==> src/design/tex_cfg.svh <==
`ifndef TEX_CFG_SVH
`define TEX_CFG_SVH

// ==============================
// Texture cache sizing
// ==============================

// SRAM word address width
`define TEX_ADDR_W 24

// Burst word and texel widths
`define WORD_W 16
`define TEXEL_W 18

// Pixel coordinate width
`define COORD_W 10

// Set index width for 64 lines
`define SET_BITS 6

// Words per 4x4 block
`define BURST_LEN_RGBA4444 16
`define BURST_LEN_BC1 4

`endif

==> src/design/tex_pkg.sv <==
`include "tex_cfg.svh"

package tex_pkg;

    // Texels per 4x4 block
    localparam int BLOCK_TEXELS = 16;

    // Lowest base address bit kept in the tag
    localparam int TAG_BASE_LSB = 12;

    // Texture formats
    typedef enum logic [1:0] {
        FMT_RGBA4444 = 2'd0,
        FMT_BC1      = 2'd1
    } tex_format_t;

    // R5 G6 B5 A2
    typedef logic [`TEXEL_W-1:0] texel_t;

    // Base address high bits, block_y low bits, block_x low bits
    typedef logic [`TEX_ADDR_W-TAG_BASE_LSB+2*`SET_BITS-1:0] tag_t;

    typedef logic [`SET_BITS-1:0] set_idx_t;
    typedef logic [`TEX_ADDR_W-1:0] sram_addr_t;

    // Raw burst words and decoded block, raster order
    typedef logic [`BURST_LEN_RGBA4444-1:0][`WORD_W-1:0] burst_buf_t;
    typedef logic [BLOCK_TEXELS-1:0][`TEXEL_W-1:0] texel_block_t;

endpackage

==> src/design/fill_controller.sv <==
`timescale 1ns/1ps
`include "tex_cfg.svh"

module fill_controller
    import tex_pkg::*;
(
    input  logic                clk,
    input  logic                rst_n,
    input  logic                lookup_req,
    input  logic                match,
    input  set_idx_t            set_index,
    input  tag_t                lookup_tag,
    input  sram_addr_t          block_addr,
    input  logic [7:0]          burst_len,
    input  tex_format_t         tex_format,
    input  logic [`WORD_W-1:0]  sram_burst_rdata,
    input  logic                sram_burst_data_valid,
    input  logic                sram_ack,
    input  logic                write_done,
    output logic                cache_hit,
    output logic                cache_ready,
    output logic                sram_req,
    output sram_addr_t          sram_addr,
    output logic [7:0]          sram_burst_len,
    output set_idx_t            fill_set,
    output tag_t                fill_tag,
    output tex_format_t         fill_format,
    output burst_buf_t          burst_buf,
    output logic                decode_start
);

    typedef enum logic [1:0] {ST_IDLE, ST_FETCH, ST_DECODE, ST_WRITE} fill_state_t;

    fill_state_t state;
    logic [4:0]  word_cnt;
    logic        miss;
    logic        capture;

    // Lookups only count while idle
    assign miss         = lookup_req && !match && (state == ST_IDLE);
    assign cache_hit    = lookup_req && match && (state == ST_IDLE);
    assign cache_ready  = (state == ST_IDLE);
    assign decode_start = (state == ST_DECODE);
    assign capture      = (state == ST_FETCH) && sram_burst_data_valid && (word_cnt < 5'd16);

    // ==============================
    // Fill FSM
    // ==============================

    always_ff @(posedge clk or negedge rst_n) begin
        if (!rst_n) begin
            state <= ST_IDLE;
        end else begin
            case (state)
                ST_IDLE:   if (miss) state <= ST_FETCH;
                ST_FETCH:  if (sram_ack) state <= ST_DECODE;
                ST_DECODE: state <= ST_WRITE;
                ST_WRITE:  if (write_done) state <= ST_IDLE;
                default:   state <= ST_IDLE;
            endcase
        end
    end

    // Request held from the miss until ack
    always_ff @(posedge clk or negedge rst_n) begin
        if (!rst_n) begin
            sram_req       <= 1'b0;
            sram_addr      <= '0;
            sram_burst_len <= '0;
        end else if (miss) begin
            sram_req       <= 1'b1;
            sram_addr      <= block_addr;
            sram_burst_len <= burst_len;
        end else if ((state == ST_FETCH) && sram_ack) begin
            sram_req       <= 1'b0;
            sram_burst_len <= '0;
        end
    end

    // Word count restarts on every miss
    always_ff @(posedge clk or negedge rst_n) begin
        if (!rst_n) begin
            word_cnt <= '0;
        end else if (miss) begin
            word_cnt <= '0;
        end else if (capture) begin
            word_cnt <= word_cnt + 5'd1;
        end
    end

    // Fill line identity and raw words
    always_ff @(posedge clk) begin
        if (miss) begin
            fill_set    <= set_index;
            fill_tag    <= lookup_tag;
            fill_format <= tex_format;
        end
        if (capture) begin
            burst_buf[word_cnt[3:0]] <= sram_burst_rdata;
        end
    end

    // Arbiter never cuts a burst short, last word may ride with ack
    ack_after_all_words: assert property (@(posedge clk) disable iff (!rst_n)
        ((state == ST_FETCH) && sram_ack) |->
            (({3'b000, word_cnt} + 8'(sram_burst_data_valid)) >= sram_burst_len));

    req_only_in_fetch: assert property (@(posedge clk) disable iff (!rst_n)
        sram_req |-> (state == ST_FETCH));

endmodule

==> config.mk <==
export PLATFORM = sky130hd
export DESIGN_NAME = fill_controller
export DESIGN_NICKNAME = d
export VERILOG_FILES = /design/src/design/tex_pkg.sv /design/src/design/fill_controller.sv
export VERILOG_INCLUDE_DIRS = /design/src /design/src/design
export SDC_FILE = /design/constraint.sdc
export NUM_CORES = 1
export LEC_CHECK = 0
export ABC_AREA = 1
export BUFFER_PORTS_ARGS = -buffer_cell sky130_fd_sc_hd__buf_2
export CAP_MARGIN = 20
export CORE_ASPECT_RATIO = 0.75
export CORE_UTILIZATION = 45
export CTS_CLUSTER_SIZE = 28
export DETAILED_ROUTE_END_ITERATION = 12
export PLACE_DENSITY = 0.75
export SLEW_MARGIN = 25
export SYNTH_ARGS = -nofsm -noshare
export SYNTH_HDL_FRONTEND = slang
export SYNTH_SLANG_ARGS = --single-unit
==> constraint.sdc <==
create_clock -name clk -period 2.8 [get_ports clk]
set_clock_uncertainty 0.1 [all_clocks]
set_input_delay 0.42 -clock clk [delete_from_list [all_inputs] [get_ports clk]]
set_output_delay 0.42 -clock clk [all_outputs]
set_load 0.01 [all_outputs]
==> run metrics <==
combinational fraction of design power 0.127; Slew HR 0.505; Syn Nets 611; Post-CTS Hold Fix Bufs 65; Worst Setup End Kind flip-flop; Overflow after GRT 0; Yosys cell types 17; Ports 411; Sum Neg Setup Slack 0 ps; post-route ant nets 0; CP Launch Type flip-flop; Via-to-Cell Ratio 4.82; chip height 134 um; initial antenna violation count 1; Ys Warns 0; final worst slack 433 ps; final hold violation count 0; CTS Root Cell clkbuf_16; RD Place Congestion 0.802; Worst Path Arrival 2510 ps; Tmin final 2370 ps; clock-pin slew on the worst setup and hold paths 60 ps; critical path startpoint state[1]; cells after synthesis 515; CTS tree yes; WL final 28.6 mm; compound-gate portion of the synthesized area 0.00191; Hold Crit Start sram_burst_rdata[11]; actual slew at the worst max-slew pin 743 ps; Residual DRC 0; Setup Fix Bufs, Post-CTS 0; Antenna diodes 0; Vias 6,532; Synth Area in XOR/XNOR 0.000835; static leakage 6.14 nW; pin count of the biggest net entering global routing 66; final setup vio count 0; status completed; Peak VDD IR 0.473 mV; die width 178 um; initial core utilization 0.467; proportion of synthesized area in mux cells 0; Synth Area in Adders 0.0107; Pwr per Cell Area 780 mW/mm^2; H-tree Lvls 1; die area 0.0239 mm^2; WL per Instance 21.1 um; post-CTS sizing 0; Required @ worst endpoint 2940 ps; max cap viols 0; Max FO, Critical Path 10; Final Net Count 1,134; part of the cycle the worst path needs 0.845; Yosys reg bits 328; Port Buffer Count 410; Worst Hold Class input pin to flip-flop; initial DRC count 643; largest family of logic cells by synthesized area simple AND/OR/NAND/NOR gates; layout cells sized above 1 0.462; Psw 2.82 mW; simple logic cell fraction of the synthesized area 0.0572; clock tree buffer depth 3; reg2reg start state[1]; Cell Int Power 8.71 mW; # rows 47; # clock sinks 328; clock share of power 0.356; core area 0.0225 mm^2; post-synthesis sequential area ratio 0.919; Num CTS Buffers 31; post-DP HPWL 19.1 mm; Sequential Power Share 0.516; achievable frequency 0.423 GHz; GRT Overall Usage 0.234; worst skew pair latency 540 ps; first-pass GRT wire length 40.1 mm; Mean Syn Cell Area 20.4 um^2; DRT Pass-1 Iters 5; Net Sw Frac 0.244; RSZ-0062 raised after global routing no; vias in the first global route 6,512; max-slew violations 0; Layout area overhead 40.7%; post-synthesis cell area 0.0105 mm^2; setup slack at placement 422 ps; class of the most critical setup path flip-flop to flip-flop
layer usage:
layer  GRT usage  wire [um]
met1       0.304      11400
met5           0         19
met3      0.0694       2610
met4      0.0805        988
met2       0.376      13600
cell families (layout without fill, tap and decap cells):
kind of cell,after synthesis,in the layout
DFF,328,328
and+or+nand+nor,151,151
buffers and inverters,22,568
adders and majority gates,9,9
AOI/OAI and AO/OA,4,4
xor gates and xnor gates,1,1
power groups by stage:
| stage | Clock, mW | Combinational (mW) | Sequential [mW] |
|---|---|---|---|
| floorplan | 0 | 0.526 | 6.20 |
| global placement | 0 | 1.35 | 6.03 |
| detailed placement | 0 | 1.40 | 6.04 |
| CTS | 4.16 | 1.46 | 5.95 |
| global route | 4.33 | 1.62 | 5.99 |
| finish | 4.11 | 1.47 | 5.95 |
state kept, by name, summed over array words and instances (netlist names):
signal,count
word_cnt,5
fill_format,2
sram_addr,24
fill_set,6
sram_req,1
fill_tag,24
burst_buf,256
state,2
sram_burst_len,8
stage by stage:
step	util	std cells	hold WS [ps]	total power [mW]	area [um^2]
after detailed placement	0.583	1233	353	7.43	13100
after CTS	0.656	1354	146	11.6	14700
final	0.657	1355	171	11.5	14800
after global routing	0.657	1355	158	11.9	14800
after global placement	0.583	1233	350	7.38	13100
after floorplan	-	515	24.4	6.72	10500
path summary, 6_finish.rpt:
check	endpoint	slack [ps]	depth (start not counted)
max	burst_buf[101]	430	7
min	burst_buf[123]	170	1
max reg2reg	burst_buf[101]	430	7
min reg2reg	sram_addr[17]	360	2
max in group asynchronous	sram_burst_len[1]	1870	3
min in group asynchronous	sram_addr[2]	260	2
layout make-up:
cell class              count  area, um^2
flip-flops and latches    328        9650
fillers                  1586        7700
repair buffers            498        2920
clock buffers              40         810
multi-input cells         165         779
well taps                 294         368
clock inverters            16         185
inverters                  14        52.6
cell usage in the layout (no fill, tap or decap), drive strengths merged, types with 4 or more instances in the layout:
| cell type | instances |
|---|---|
| buf | 433 |
| ha | 9 |
| dlygate4sd3 | 65 |
| nand2 | 113 |
| nand3 | 15 |
| clkbuf | 40 |
| dfrtp | 40 |
| edfxtp | 288 |
| inv | 14 |
| clkinv | 12 |
| bufinv | 4 |
| nor2 | 20 |
synth_stat cells:
cell type / number / area share
nand4_1: 2 / 0.0012
nor2_4: 1 / 0.0011
o21ai_0: 2 / 0.00095
dfrtp_1: 40 / 0.095
ha_1: 9 / 0.011
nor2_1: 19 / 0.0068
nand3_1: 15 / 0.0072
or2_2: 1 / 0.00060
buf_2: 5 / 0.0024
inv_2: 1 / 0.00036
nand2_1: 113 / 0.040
inv_1: 13 / 0.0046
a21oi_1: 2 / 0.00095
clkbuf_1: 1 / 0.00036
buf_6: 2 / 0.0021
edfxtp_1: 288 / 0.82
xor2_1: 1 / 0.00083
critical path, stage by stage, from the launching register on:
cell     delay, ps
dfrtp_1        410
inv_1          110
ha_1           180
nand2_1         90
nor2_1         260
nand2_1        220
nor2_2         410
buf_4          290
Note: power is estimated with default switching activity, not from simulation.
