**src/design/tex_cfg.svh**
```systemverilog
`ifndef TEX_CFG_SVH
`define TEX_CFG_SVH

// ==============================
// Texture cache sizing
// ==============================

// SRAM word address width
`define TEX_ADDR_W 24

// Burst word and texel widths
`define WORD_W 16
`define TEXEL_W 18

// Pixel coordinate width
`define COORD_W 10

// Set index width for 64 lines
`define SET_BITS 6

// Words per 4x4 block
`define BURST_LEN_RGBA4444 16
`define BURST_LEN_BC1 4

`endif

```
**src/design/tex_pkg.sv**
```systemverilog
`include "tex_cfg.svh"

package tex_pkg;

    // Texels per 4x4 block
    localparam int BLOCK_TEXELS = 16;

    // Lowest base address bit kept in the tag
    localparam int TAG_BASE_LSB = 12;

    // Texture formats
    typedef enum logic [1:0] {
        FMT_RGBA4444 = 2'd0,
        FMT_BC1      = 2'd1
    } tex_format_t;

    // R5 G6 B5 A2
    typedef logic [`TEXEL_W-1:0] texel_t;

    // Base address high bits, block_y low bits, block_x low bits
    typedef logic [`TEX_ADDR_W-TAG_BASE_LSB+2*`SET_BITS-1:0] tag_t;

    typedef logic [`SET_BITS-1:0] set_idx_t;
    typedef logic [`TEX_ADDR_W-1:0] sram_addr_t;

    // Raw burst words and decoded block, raster order
    typedef logic [`BURST_LEN_RGBA4444-1:0][`WORD_W-1:0] burst_buf_t;
    typedef logic [BLOCK_TEXELS-1:0][`TEXEL_W-1:0] texel_block_t;

endpackage

```
**src/design/block_locator.sv**
```systemverilog
`timescale 1ns/1ps
`include "tex_cfg.svh"

module block_locator
    import tex_pkg::*;
(
    input  logic [`COORD_W-1:0] pixel_x,
    input  logic [`COORD_W-1:0] pixel_y,
    input  sram_addr_t          tex_base_addr,
    input  tex_format_t         tex_format,
    input  logic [7:0]          tex_width_log2,
    output set_idx_t            set_index,
    output tag_t                lookup_tag,
    output sram_addr_t          block_addr,
    output logic [7:0]          burst_len,
    output logic [1:0]          quad_sel
);

    localparam int BLK_W = `COORD_W - 2;

    logic [BLK_W-1:0]   block_x;
    logic [BLK_W-1:0]   block_y;
    logic [7:0]         row_shift;
    logic [2*BLK_W-1:0] block_index;

    // Pixel to 4x4 block coordinates
    assign block_x = pixel_x[`COORD_W-1:2];
    assign block_y = pixel_y[`COORD_W-1:2];

    // XOR fold spreads neighbouring blocks over sets
    assign set_index = block_x[`SET_BITS-1:0] ^ block_y[`SET_BITS-1:0];
    assign lookup_tag = {tex_base_addr[`TEX_ADDR_W-1:TAG_BASE_LSB],
                         block_y[`SET_BITS-1:0], block_x[`SET_BITS-1:0]};

    // Blocks per row is width / 4
    assign row_shift   = tex_width_log2 - 8'd2;
    assign block_index = ({{BLK_W{1'b0}}, block_y} << row_shift) + {{BLK_W{1'b0}}, block_x};

    // Block size in words sets both the stride and the burst
    always_comb begin
        if (tex_format == FMT_RGBA4444) begin
            block_addr = tex_base_addr + sram_addr_t'({block_index, 4'b0000});
            burst_len  = 8'(`BURST_LEN_RGBA4444);
        end else begin
            block_addr = tex_base_addr + sram_addr_t'({block_index, 2'b00});
            burst_len  = 8'(`BURST_LEN_BC1);
        end
    end

    // Quad within the block
    assign quad_sel = {pixel_y[1], pixel_x[1]};

endmodule

```
**config.mk**
```make
export PLATFORM = sky130hd
export DESIGN_NAME = block_locator
export DESIGN_NICKNAME = d
export VERILOG_FILES = /design/src/design/tex_pkg.sv /design/src/design/block_locator.sv
export VERILOG_INCLUDE_DIRS = /design/src /design/src/design
export SDC_FILE = /design/constraint.sdc
export NUM_CORES = 1
export LEC_CHECK = 0
export BUFFER_PORTS_ARGS = -buffer_cell sky130_fd_sc_hd__buf_4
export CAP_MARGIN = 10
export CORE_UTILIZATION = 28
export DETAILED_ROUTE_END_ITERATION = 8
export PLACE_DENSITY = 0.5
export SETUP_SLACK_MARGIN = 0.1
export SYNTH_ARGS = -nofsm -noshare
export SYNTH_HDL_FRONTEND = slang
export SYNTH_SLANG_ARGS = --single-unit
export TNS_END_PERCENT = 5
```
**constraint.sdc**
```tcl
create_clock -name vclk -period 7
set_clock_uncertainty 0.1 [all_clocks]
set_input_delay 0.35 -clock vclk [all_inputs]
set_output_delay 0.35 -clock vclk [all_outputs]
set_load 0.1 [all_outputs]
```
==> results.py, run 1 <==
metrics = {
    "synthesis": {
        "synth_top_area_share_pct": 17.4,
        "synth.distinct_cells": 63,
        "ys_warn_count": 0,
        "ys_top_cells_by_area": "ha_1 (17%), buf_4 (7.9%), xnor2_1 (7.6%)",
        "syn_inst": 438,
        "syn_area_per_cell_um2": 7.40,
        "synth.largest_area_cell": "ha_1",
        "netlist_area_um2": 3240,
        "ys_seq_area_share_pct": 0,
    },
    "timing": {
        "hold_viol_final": 0,
        "finalSetupViolations": 0,
        "slew_headroom_pct": 54.7,
        "fin_crit_ps": 6360,
        "tns_ps": 0,
        "holdWs_ps": 600,
        "slew_violations": 0,
        "period_share_pct": 90.9,
        "worstMarginPinSlew_ps": 679,
        "setup_slack_ps": 636,
        "grt_setup_unrepaired": "true",
        "fmax_ghz": 0.157,
    },
    "finish": {
        "area_growth_pct": 20.1,
        "layout_commonest_cell": "buf_4",
        "drive_above_1_share_pct": 26.5,
        "nNetsFinal": 606,
        "design.seq.count": 0,
        "clkbuf_count": 0,
        "most-common-layout-cells": "buf_4 (104), ha_1 (45), a21oi_1 (34), nand2_1 (31), xnor2_1 (28)",
        "antenna_cells": 0,
        "regArea_um2": 0,
    },
    "pwr": {
        "vdd_ir_drop_max_mv": 0.0712,
        "p_leak_uw": 0.00182,
        "p_total_uw": 508,
        "power_density_nw_per_um2": 130,
    },
    "place": {
        "place_hpwl_um": 7880,
        "gp_congestion": 0.882,
        "dpl_worst_slack_ps": 510,
        "io_buffers": 102,
    },
    "grt": {
        "overflow": 0,
        "grt_pass1_vias": 3046,
        "grt_max_degree": 25,
        "grt_first_pass_wirelength_um": 14600,
        "antenna_found_initial": 0,
        "globalRouteTotalUtil_pct": 14.9,
    },
    "setup_path": {
        "cp-startpoint": "tex_width_log2[1]",
        "crit_fanout": 15,
        "crit_path_end": "block_addr[20]",
        "cp-start-kind": "input pin",
        "crit_type": "input pin to output pin",
        "cp_data_arrival_time_ps": 5910,
        "worstPathRequired_ps": 6550,
        "end_kind": "output pin",
    },
    "flow_run": {
        "maxCapViolations": 0,
    },
    "floorplan": {
        "dieArea_um2": 12000,
        "core_um2": 11100,
        "die_h_um": 110,
        "start_util_pct": 29.3,
        "io_pins": 118,
        "die_x_um": 110,
        "fp-row-count": 38,
    },
    "drt": {
        "first_iter_violations": 83,
        "drt-total-wl_um": 9140,
        "drc": 0,
        "vias": 3330,
        "post_drt_wl_per_cell_um": 14.2,
        "routed_via_density": 5.19,
        "ant_nets": 0,
        "drtPass1Iterations": 4,
    },
    "worst_hold_path": {
        "min_path_type": "input pin to output pin",
    },
    "clocking": {
        "postCtsHoldBufs": 0,
        "postCtsSetupBuffers": 0,
        "cts-resized-gates": 0,
    },
    "status": {
        "run_status": "finished, final reports clean",
    },
}
where the power goes:
part	internal [uW]	switching (uW)	total, uW
Clock	0	0	0
Combinational	138	370	508
Sequential	0	0	0
Total	138	370	508
logic make-up after synthesis:
group / after synthesis / share of synthesized area, %
AO/OA/AOI/OAI: 138 / 28.4
AND/OR/NAND/NOR: 126 / 20.3
buffers and inverters: 61 / 12.2
XOR/XNOR: 48 / 13.0
adder cells (fa/ha/maj): 48 / 19.2
multiplexers: 16 / 6.83
other: 1 / 0.116
per-stage QoR:
step                area, um2  std cells  util (%)
floorplan                3260        443         -
global placement         3880        642      35.1
detailed placement       3880        642      35.1
CTS                      3880        642      35.1
global route             3890        642      35.2
finish                   3890        642      35.2
critical path, cell delays in order:
cell and delay, ps:
buf_4 180, clkinv_1 250, ha_1 350, o21ai_0 230, nand3_2 290, nor3_1 340, ha_1 240, fa_1 220
a21o_1 120, a21oi_1 90, nor2b_1 110, o21ai_0 110, a21o_1 240, or4b_1 530, a21oi_1 370, ha_1 350
a21o_1 240, or2_2 290, o21ai_0 370, o22ai_1 160, xnor2_1 160, buf_4 310
area by class of cell:
| type | count | area (um2) |
|---|---|---|
| Tap cell | 140 | 175 |
| Fill cell | 1179 | 7180 |
| Inverter | 16 | 60.1 |
| Timing Repair Buffer | 104 | 781 |
| Multi-Input combinational cell | 382 | 2880 |
worst min-delay path by stage:
stage	slack, ps	to	cells past startpoint	from
finish	600	block_addr[0]	0	tex_base_addr[0]
global route	600	block_addr[1]	0	tex_base_addr[1]
CTS	600	quad_sel[1]	0	pixel_y[1]
detailed placement	600	quad_sel[1]	0	pixel_y[1]
global placement	600	quad_sel[1]	0	pixel_y[1]
floorplan	810	block_addr[0]	1	tex_base_addr[0]
cell usage after synthesis, types with 9 or more instances:
| library cell | instances |
|---|---|
| o21ai_0 | 24 |
| nor3_1 | 16 |
| nand2_1 | 31 |
| a21oi_1 | 34 |
| nor2_1 | 24 |
| a21o_1 | 16 |
| nand3_1 | 9 |
| xnor2_1 | 28 |
| o21a_1 | 10 |
| inv_1 | 15 |
| nor2b_1 | 10 |
| xor2_1 | 20 |
| ha_1 | 45 |
| buf_4 | 34 |
layer usage:
layer / share of wire (%) / global-route usage (%)
met2: 46 / 26.2
met4: 0.50 / 1.24
met1: 48 / 20.8
met3: 4.7 / 0.415
met5: 0 / 0
No activity file was read; power rests on OpenSTA's default activity.
==> run 2, diff against run 1 <==
Settings changed: MAX_ROUTING_LAYER set to met4.
==> results.py, run 2 (synthesized netlist as in run 1, its figures left out) <==
metrics = {
    "finish": {
        "area_growth_pct": 20.1,
        "drive_above_1_share_pct": 26.5,
        "antenna_cells": 0,
        "regArea_um2": 0,
        "most-common-layout-cells": "buf_4 (104), ha_1 (45), a21oi_1 (34), nand2_1 (31), xnor2_1 (28)",
        "nNetsFinal": 606,
        "layout_commonest_cell": "buf_4",
        "design_area_um2": 3890,
        "clkbuf_count": 0,
        "design.seq.count": 0,
        "fin_util_pct": 35.2,
    },
    "status": {
        "run_status": "finished, final reports clean",
    },
    "timing": {
        "period_share_pct": 90.9,
        "fmax_ghz": 0.157,
        "tns_ps": 0,
        "worstMarginPinSlew_ps": 680,
        "grt_setup_unrepaired": "true",
        "hold_viol_final": 0,
        "fin_crit_ps": 6360,
        "holdWs_ps": 600,
        "finalSetupViolations": 0,
        "slew_headroom_pct": 54.6,
        "slew_violations": 0,
    },
    "setup_path": {
        "worstPathRequired_ps": 6550,
        "cp-start-kind": "input pin",
        "crit_type": "input pin to output pin",
        "crit_fanout": 15,
        "cp_data_arrival_time_ps": 5910,
        "end_kind": "output pin",
    },
    "flow_run": {
        "maxCapViolations": 0,
    },
    "worst_hold_path": {
        "min_path_type": "input pin to output pin",
        "hold_start": "tex_base_addr[0]",
        "min_to": "block_addr[0]",
        "min_path_cells": 0,
    },
    "floorplan": {
        "core_um2": 11100,
        "dieArea_um2": 12000,
        "io_pins": 118,
        "die_x_um": 110,
        "die_h_um": 110,
        "start_util_pct": 29.3,
        "fp-row-count": 38,
    },
    "grt": {
        "globalRouteTotalUtil_pct": 15.3,
        "grt_first_pass_wirelength_um": 14600,
        "antenna_found_initial": 0,
        "grt_pass1_vias": 3044,
        "overflow": 0,
        "grt_max_degree": 25,
    },
    "drt": {
        "first_iter_violations": 83,
        "drt-total-wl_um": 9150,
        "drc": 0,
        "post_drt_wl_per_cell_um": 14.3,
        "routed_via_density": 5.19,
        "vias": 3329,
        "ant_nets": 0,
        "drtPass1Iterations": 4,
    },
    "place": {
        "gp_congestion": 0.897,
        "dpl_cell_area_um2": 3880,
        "place_hpwl_um": 7880,
        "io_buffers": 102,
    },
    "pwr": {
        "vdd_ir_drop_max_mv": 0.0712,
        "power_density_nw_per_um2": 130,
        "p_leak_uw": 0.00182,
    },
    "clocking": {
        "postCtsSetupBuffers": 0,
    },
}
==> run 2: cell counts in the layout (fill, tap and decap cells not counted) <==
No cell type changed its count.
==> run 2: how the worst max path moves through the flow <==
stage | end | slack (ps) | cells past startpoint | startpoint
2_1_floorplan | block_addr[18] | 60 | 22 | tex_width_log2[1]
3_3_place_gp | block_addr[23] | 630 | 22 | tex_width_log2[1]
3_5_place_dp | block_addr[19] | 510 | 23 | tex_width_log2[1]
4_1_cts | block_addr[21] | 510 | 23 | tex_width_log2[1]
5_1_grt | block_addr[21] | 40 | 22 | tex_width_log2[1]
6_report | block_addr[20] | 640 | 22 | tex_width_log2[1]
==> run 2: metrics by stage <==
step	instances	setup WS [ps]	power [uW]
6_report	642	638	508
5_1_grt	642	40.2	538
4_1_cts	642	506	509
3_5_place_dp	642	510	507
3_3_place_gp	642	630	506
2_1_floorplan	443	59.2	419
==> run 2: area by class of cell <==
type / instances / area, um2
fill: 1179 / 7180
tap: 140 / 175
multi-input combinational: 382 / 2880
timing repair buffer: 104 / 781
inverter: 16 / 60.1
==> run 2: worst max-delay path, cell delays in order <==
cell	delay, ps
buf_4	180
clkinv_1	250
ha_1	350
o21ai_0	230
nand3_2	290
nor3_1	340
ha_1	240
fa_1	220
a21o_1	120
a21oi_1	90
nor2b_1	110
o21ai_0	110
a21o_1	240
or4b_1	530
a21oi_1	370
ha_1	350
a21o_1	240
or2_2	290
o21ai_0	370
o22ai_1	160
xnor2_1	160
buf_4	310
==> run 2: per-layer routing <==
| metal | vias to the layer above | part of all wire (%) | routed length [um] | GRT usage, % |
|---|---|---|---|---|
| met1 | 1518 | 48 | 4430 | 20.8 |
| met3 | 4 | 4.8 | 438 | 0.415 |
| met4 | 0 | 0.50 | 46 | 1.24 |
| met5 | - | 0 | 0 | - |
| met2 | 98 | 46 | 4240 | 26.2 |
| li1 | 1709 | - | - | - |
==> run 2: what timing repair did <==
item	CTS	global route
endpoints found under the setup margin	0	4
resized for setup	0	2
hold buffers	0	0
==> run 2: power by group <==
part           switching, uW  internal [uW]
Combinational            370            138
Sequential                 0              0
Clock                      0              0
Total                    370            138
==> run 3, diff against run 2 <==
Settings changed: PLACE_DENSITY 0.5 to 0.46.
==> results.py, run 3 (synthesized netlist as in run 1, its figures left out) <==
metrics = {
    "pwr": {
        "p_leak_uw": 0.00182,
        "power_density_nw_per_um2": 131,
        "vdd_ir_drop_max_mv": 0.0785,
    },
    "finish": {
        "drive_above_1_share_pct": 26.5,
        "most-common-layout-cells": "buf_4 (104), ha_1 (45), a21oi_1 (34), nand2_1 (31), xnor2_1 (28)",
        "layout_commonest_cell": "buf_4",
        "clkbuf_count": 0,
        "multi_input_area_um2": 2880,
        "nNetsFinal": 606,
        "design_area_um2": 3890,
        "area_growth_pct": 20.1,
        "antenna_cells": 0,
        "fillers": 1203,
        "design.seq.count": 0,
        "stdcell_count": 642,
        "regArea_um2": 0,
    },
    "setup_path": {
        "cpMaxStageDelayCell": "nor4_1",
        "slowest_delay_ps": 460,
        "worstPathRequired_ps": 6550,
        "crit_type": "input pin to output pin",
        "crit_chain": "buf_4, clkinv_1, ha_1, o21ai_0, nand3_2, nor4_1, ha_1, a21o_1, a21oi_1, nor2b_1, o21ai_0, nor2b_1, xnor2_1, ha_1, or3_1, nor3_1, a211oi_2, a31o_2, a221oi_1, o21ai_0, xor2_1, buf_4",
        "end_kind": "output pin",
        "cp_data_arrival_time_ps": 5920,
        "cp-start-kind": "input pin",
        "crit_fanout": 15,
    },
    "worst_hold_path": {
        "min_path_type": "input pin to output pin",
        "min_path_cells": 0,
        "min_to": "block_addr[0]",
        "hold_start": "tex_base_addr[0]",
    },
    "drt": {
        "routed_via_density": 5.14,
        "ant_nets": 0,
        "drt-total-wl_um": 9140,
        "drc": 0,
        "drtPass1Iterations": 4,
        "first_iter_violations": 81,
        "maxUsedRoutingLayer": "met4",
        "wl_met1_um": 4510,
        "vias": 3303,
        "wl_met3_um": 409,
        "route.met2.wl_um": 4210,
        "post_drt_wl_per_cell_um": 14.2,
    },
    "floorplan": {
        "fp-row-count": 38,
        "io_pins": 118,
        "dieArea_um2": 12000,
        "core_um2": 11100,
        "die_x_um": 110,
        "start_util_pct": 29.3,
        "die_h_um": 110,
    },
    "timing": {
        "tns_ps": 0,
        "period_share_pct": 91.0,
        "slew_violations": 0,
        "grt_setup_unrepaired": "true",
        "fin_crit_ps": 6370,
        "worstMarginPinSlew_ps": 702,
        "finalSetupViolations": 0,
        "hold_viol_final": 0,
        "fmax_ghz": 0.157,
        "slew_headroom_pct": 53.1,
        "setup_slack_ps": 628,
    },
    "grt": {
        "overflow": 0,
        "grt_first_pass_wirelength_um": 14800,
        "grt_max_degree": 25,
        "globalRouteTotalUtil_pct": 15.5,
        "grt_pass1_vias": 3053,
        "antenna_found_initial": 0,
    },
    "place": {
        "io_buffers": 102,
        "dpl.cell_count": 642,
        "place_hpwl_um": 7960,
        "dpl_worst_slack_ps": 530,
        "gp_congestion": 0.855,
        "dpl_cell_area_um2": 3880,
    },
    "flow_run": {
        "maxCapViolations": 0,
    },
    "status": {
        "run_status": "finished, final reports clean",
    },
    "clocking": {
        "postCtsSetupBuffers": 0,
    },
}
[run 3: cell counts in the layout (fill, tap and decap cells not counted)]
No cell type changed its count.
[run 3: per-layer routing]
layer	GRT usage [%]	vias up
met4	0.667	0
li1	-	1715
met1	21.8	1494
met3	0.178	2
met2	26.0	92
met5	-	-
[run 3: layout make-up]
| type | count | share of cell area, % |
|---|---|---|
| Inverter | 16 | 1.54 |
| Multi-Input combinational cell | 382 | 73.9 |
| Tap cell | 140 | 4.50 |
| Timing Repair Buffer | 104 | 20.1 |
[run 3: critical path: cells and delay by family]
family | cells | cell delay [ps]
AO/OA/AOI/OAI | 8 | 1930
XOR/XNOR | 2 | 300
adder cells (fa/ha/maj) | 3 | 960
buffers and inverters | 3 | 750
AND/OR/NAND/NOR | 6 | 1620
[run 3: per-stage QoR]
stage          util [%]  power [uW]  hold slack (ps)
2_1_floorplan         -         419              812
6_report           35.1         508              600
3_5_place_dp       35.1         508              601
4_1_cts            35.1         509              601
5_1_grt            35.1         539              600
3_3_place_gp       35.1         508              601
[run 3: worst max-delay path by stage]
stage / start / endpoint / slack, ps / cells after the start
final: tex_width_log2[1] / block_addr[23] / 630 / 22
after global routing: tex_width_log2[1] / block_addr[23] / 80 / 22
after CTS: tex_width_log2[1] / block_addr[19] / 520 / 23
after detailed placement: tex_width_log2[1] / block_addr[19] / 530 / 23
after global placement: tex_width_log2[1] / block_addr[19] / 640 / 23
after floorplan: tex_width_log2[1] / block_addr[18] / 60 / 22
[run 3: what timing repair did]
action	in CTS	in global routing
hold buffers	0	0
setup endpoints to repair	0	5
resized for setup	0	2
[run 3: power by group]
part	total, uW	switching (uW)	internal (uW)	leakage, uW
clock network	0	0	0	0
registers	0	0	0	0
logic	508	370	138	0.00182
total	508	370	138	0.00182
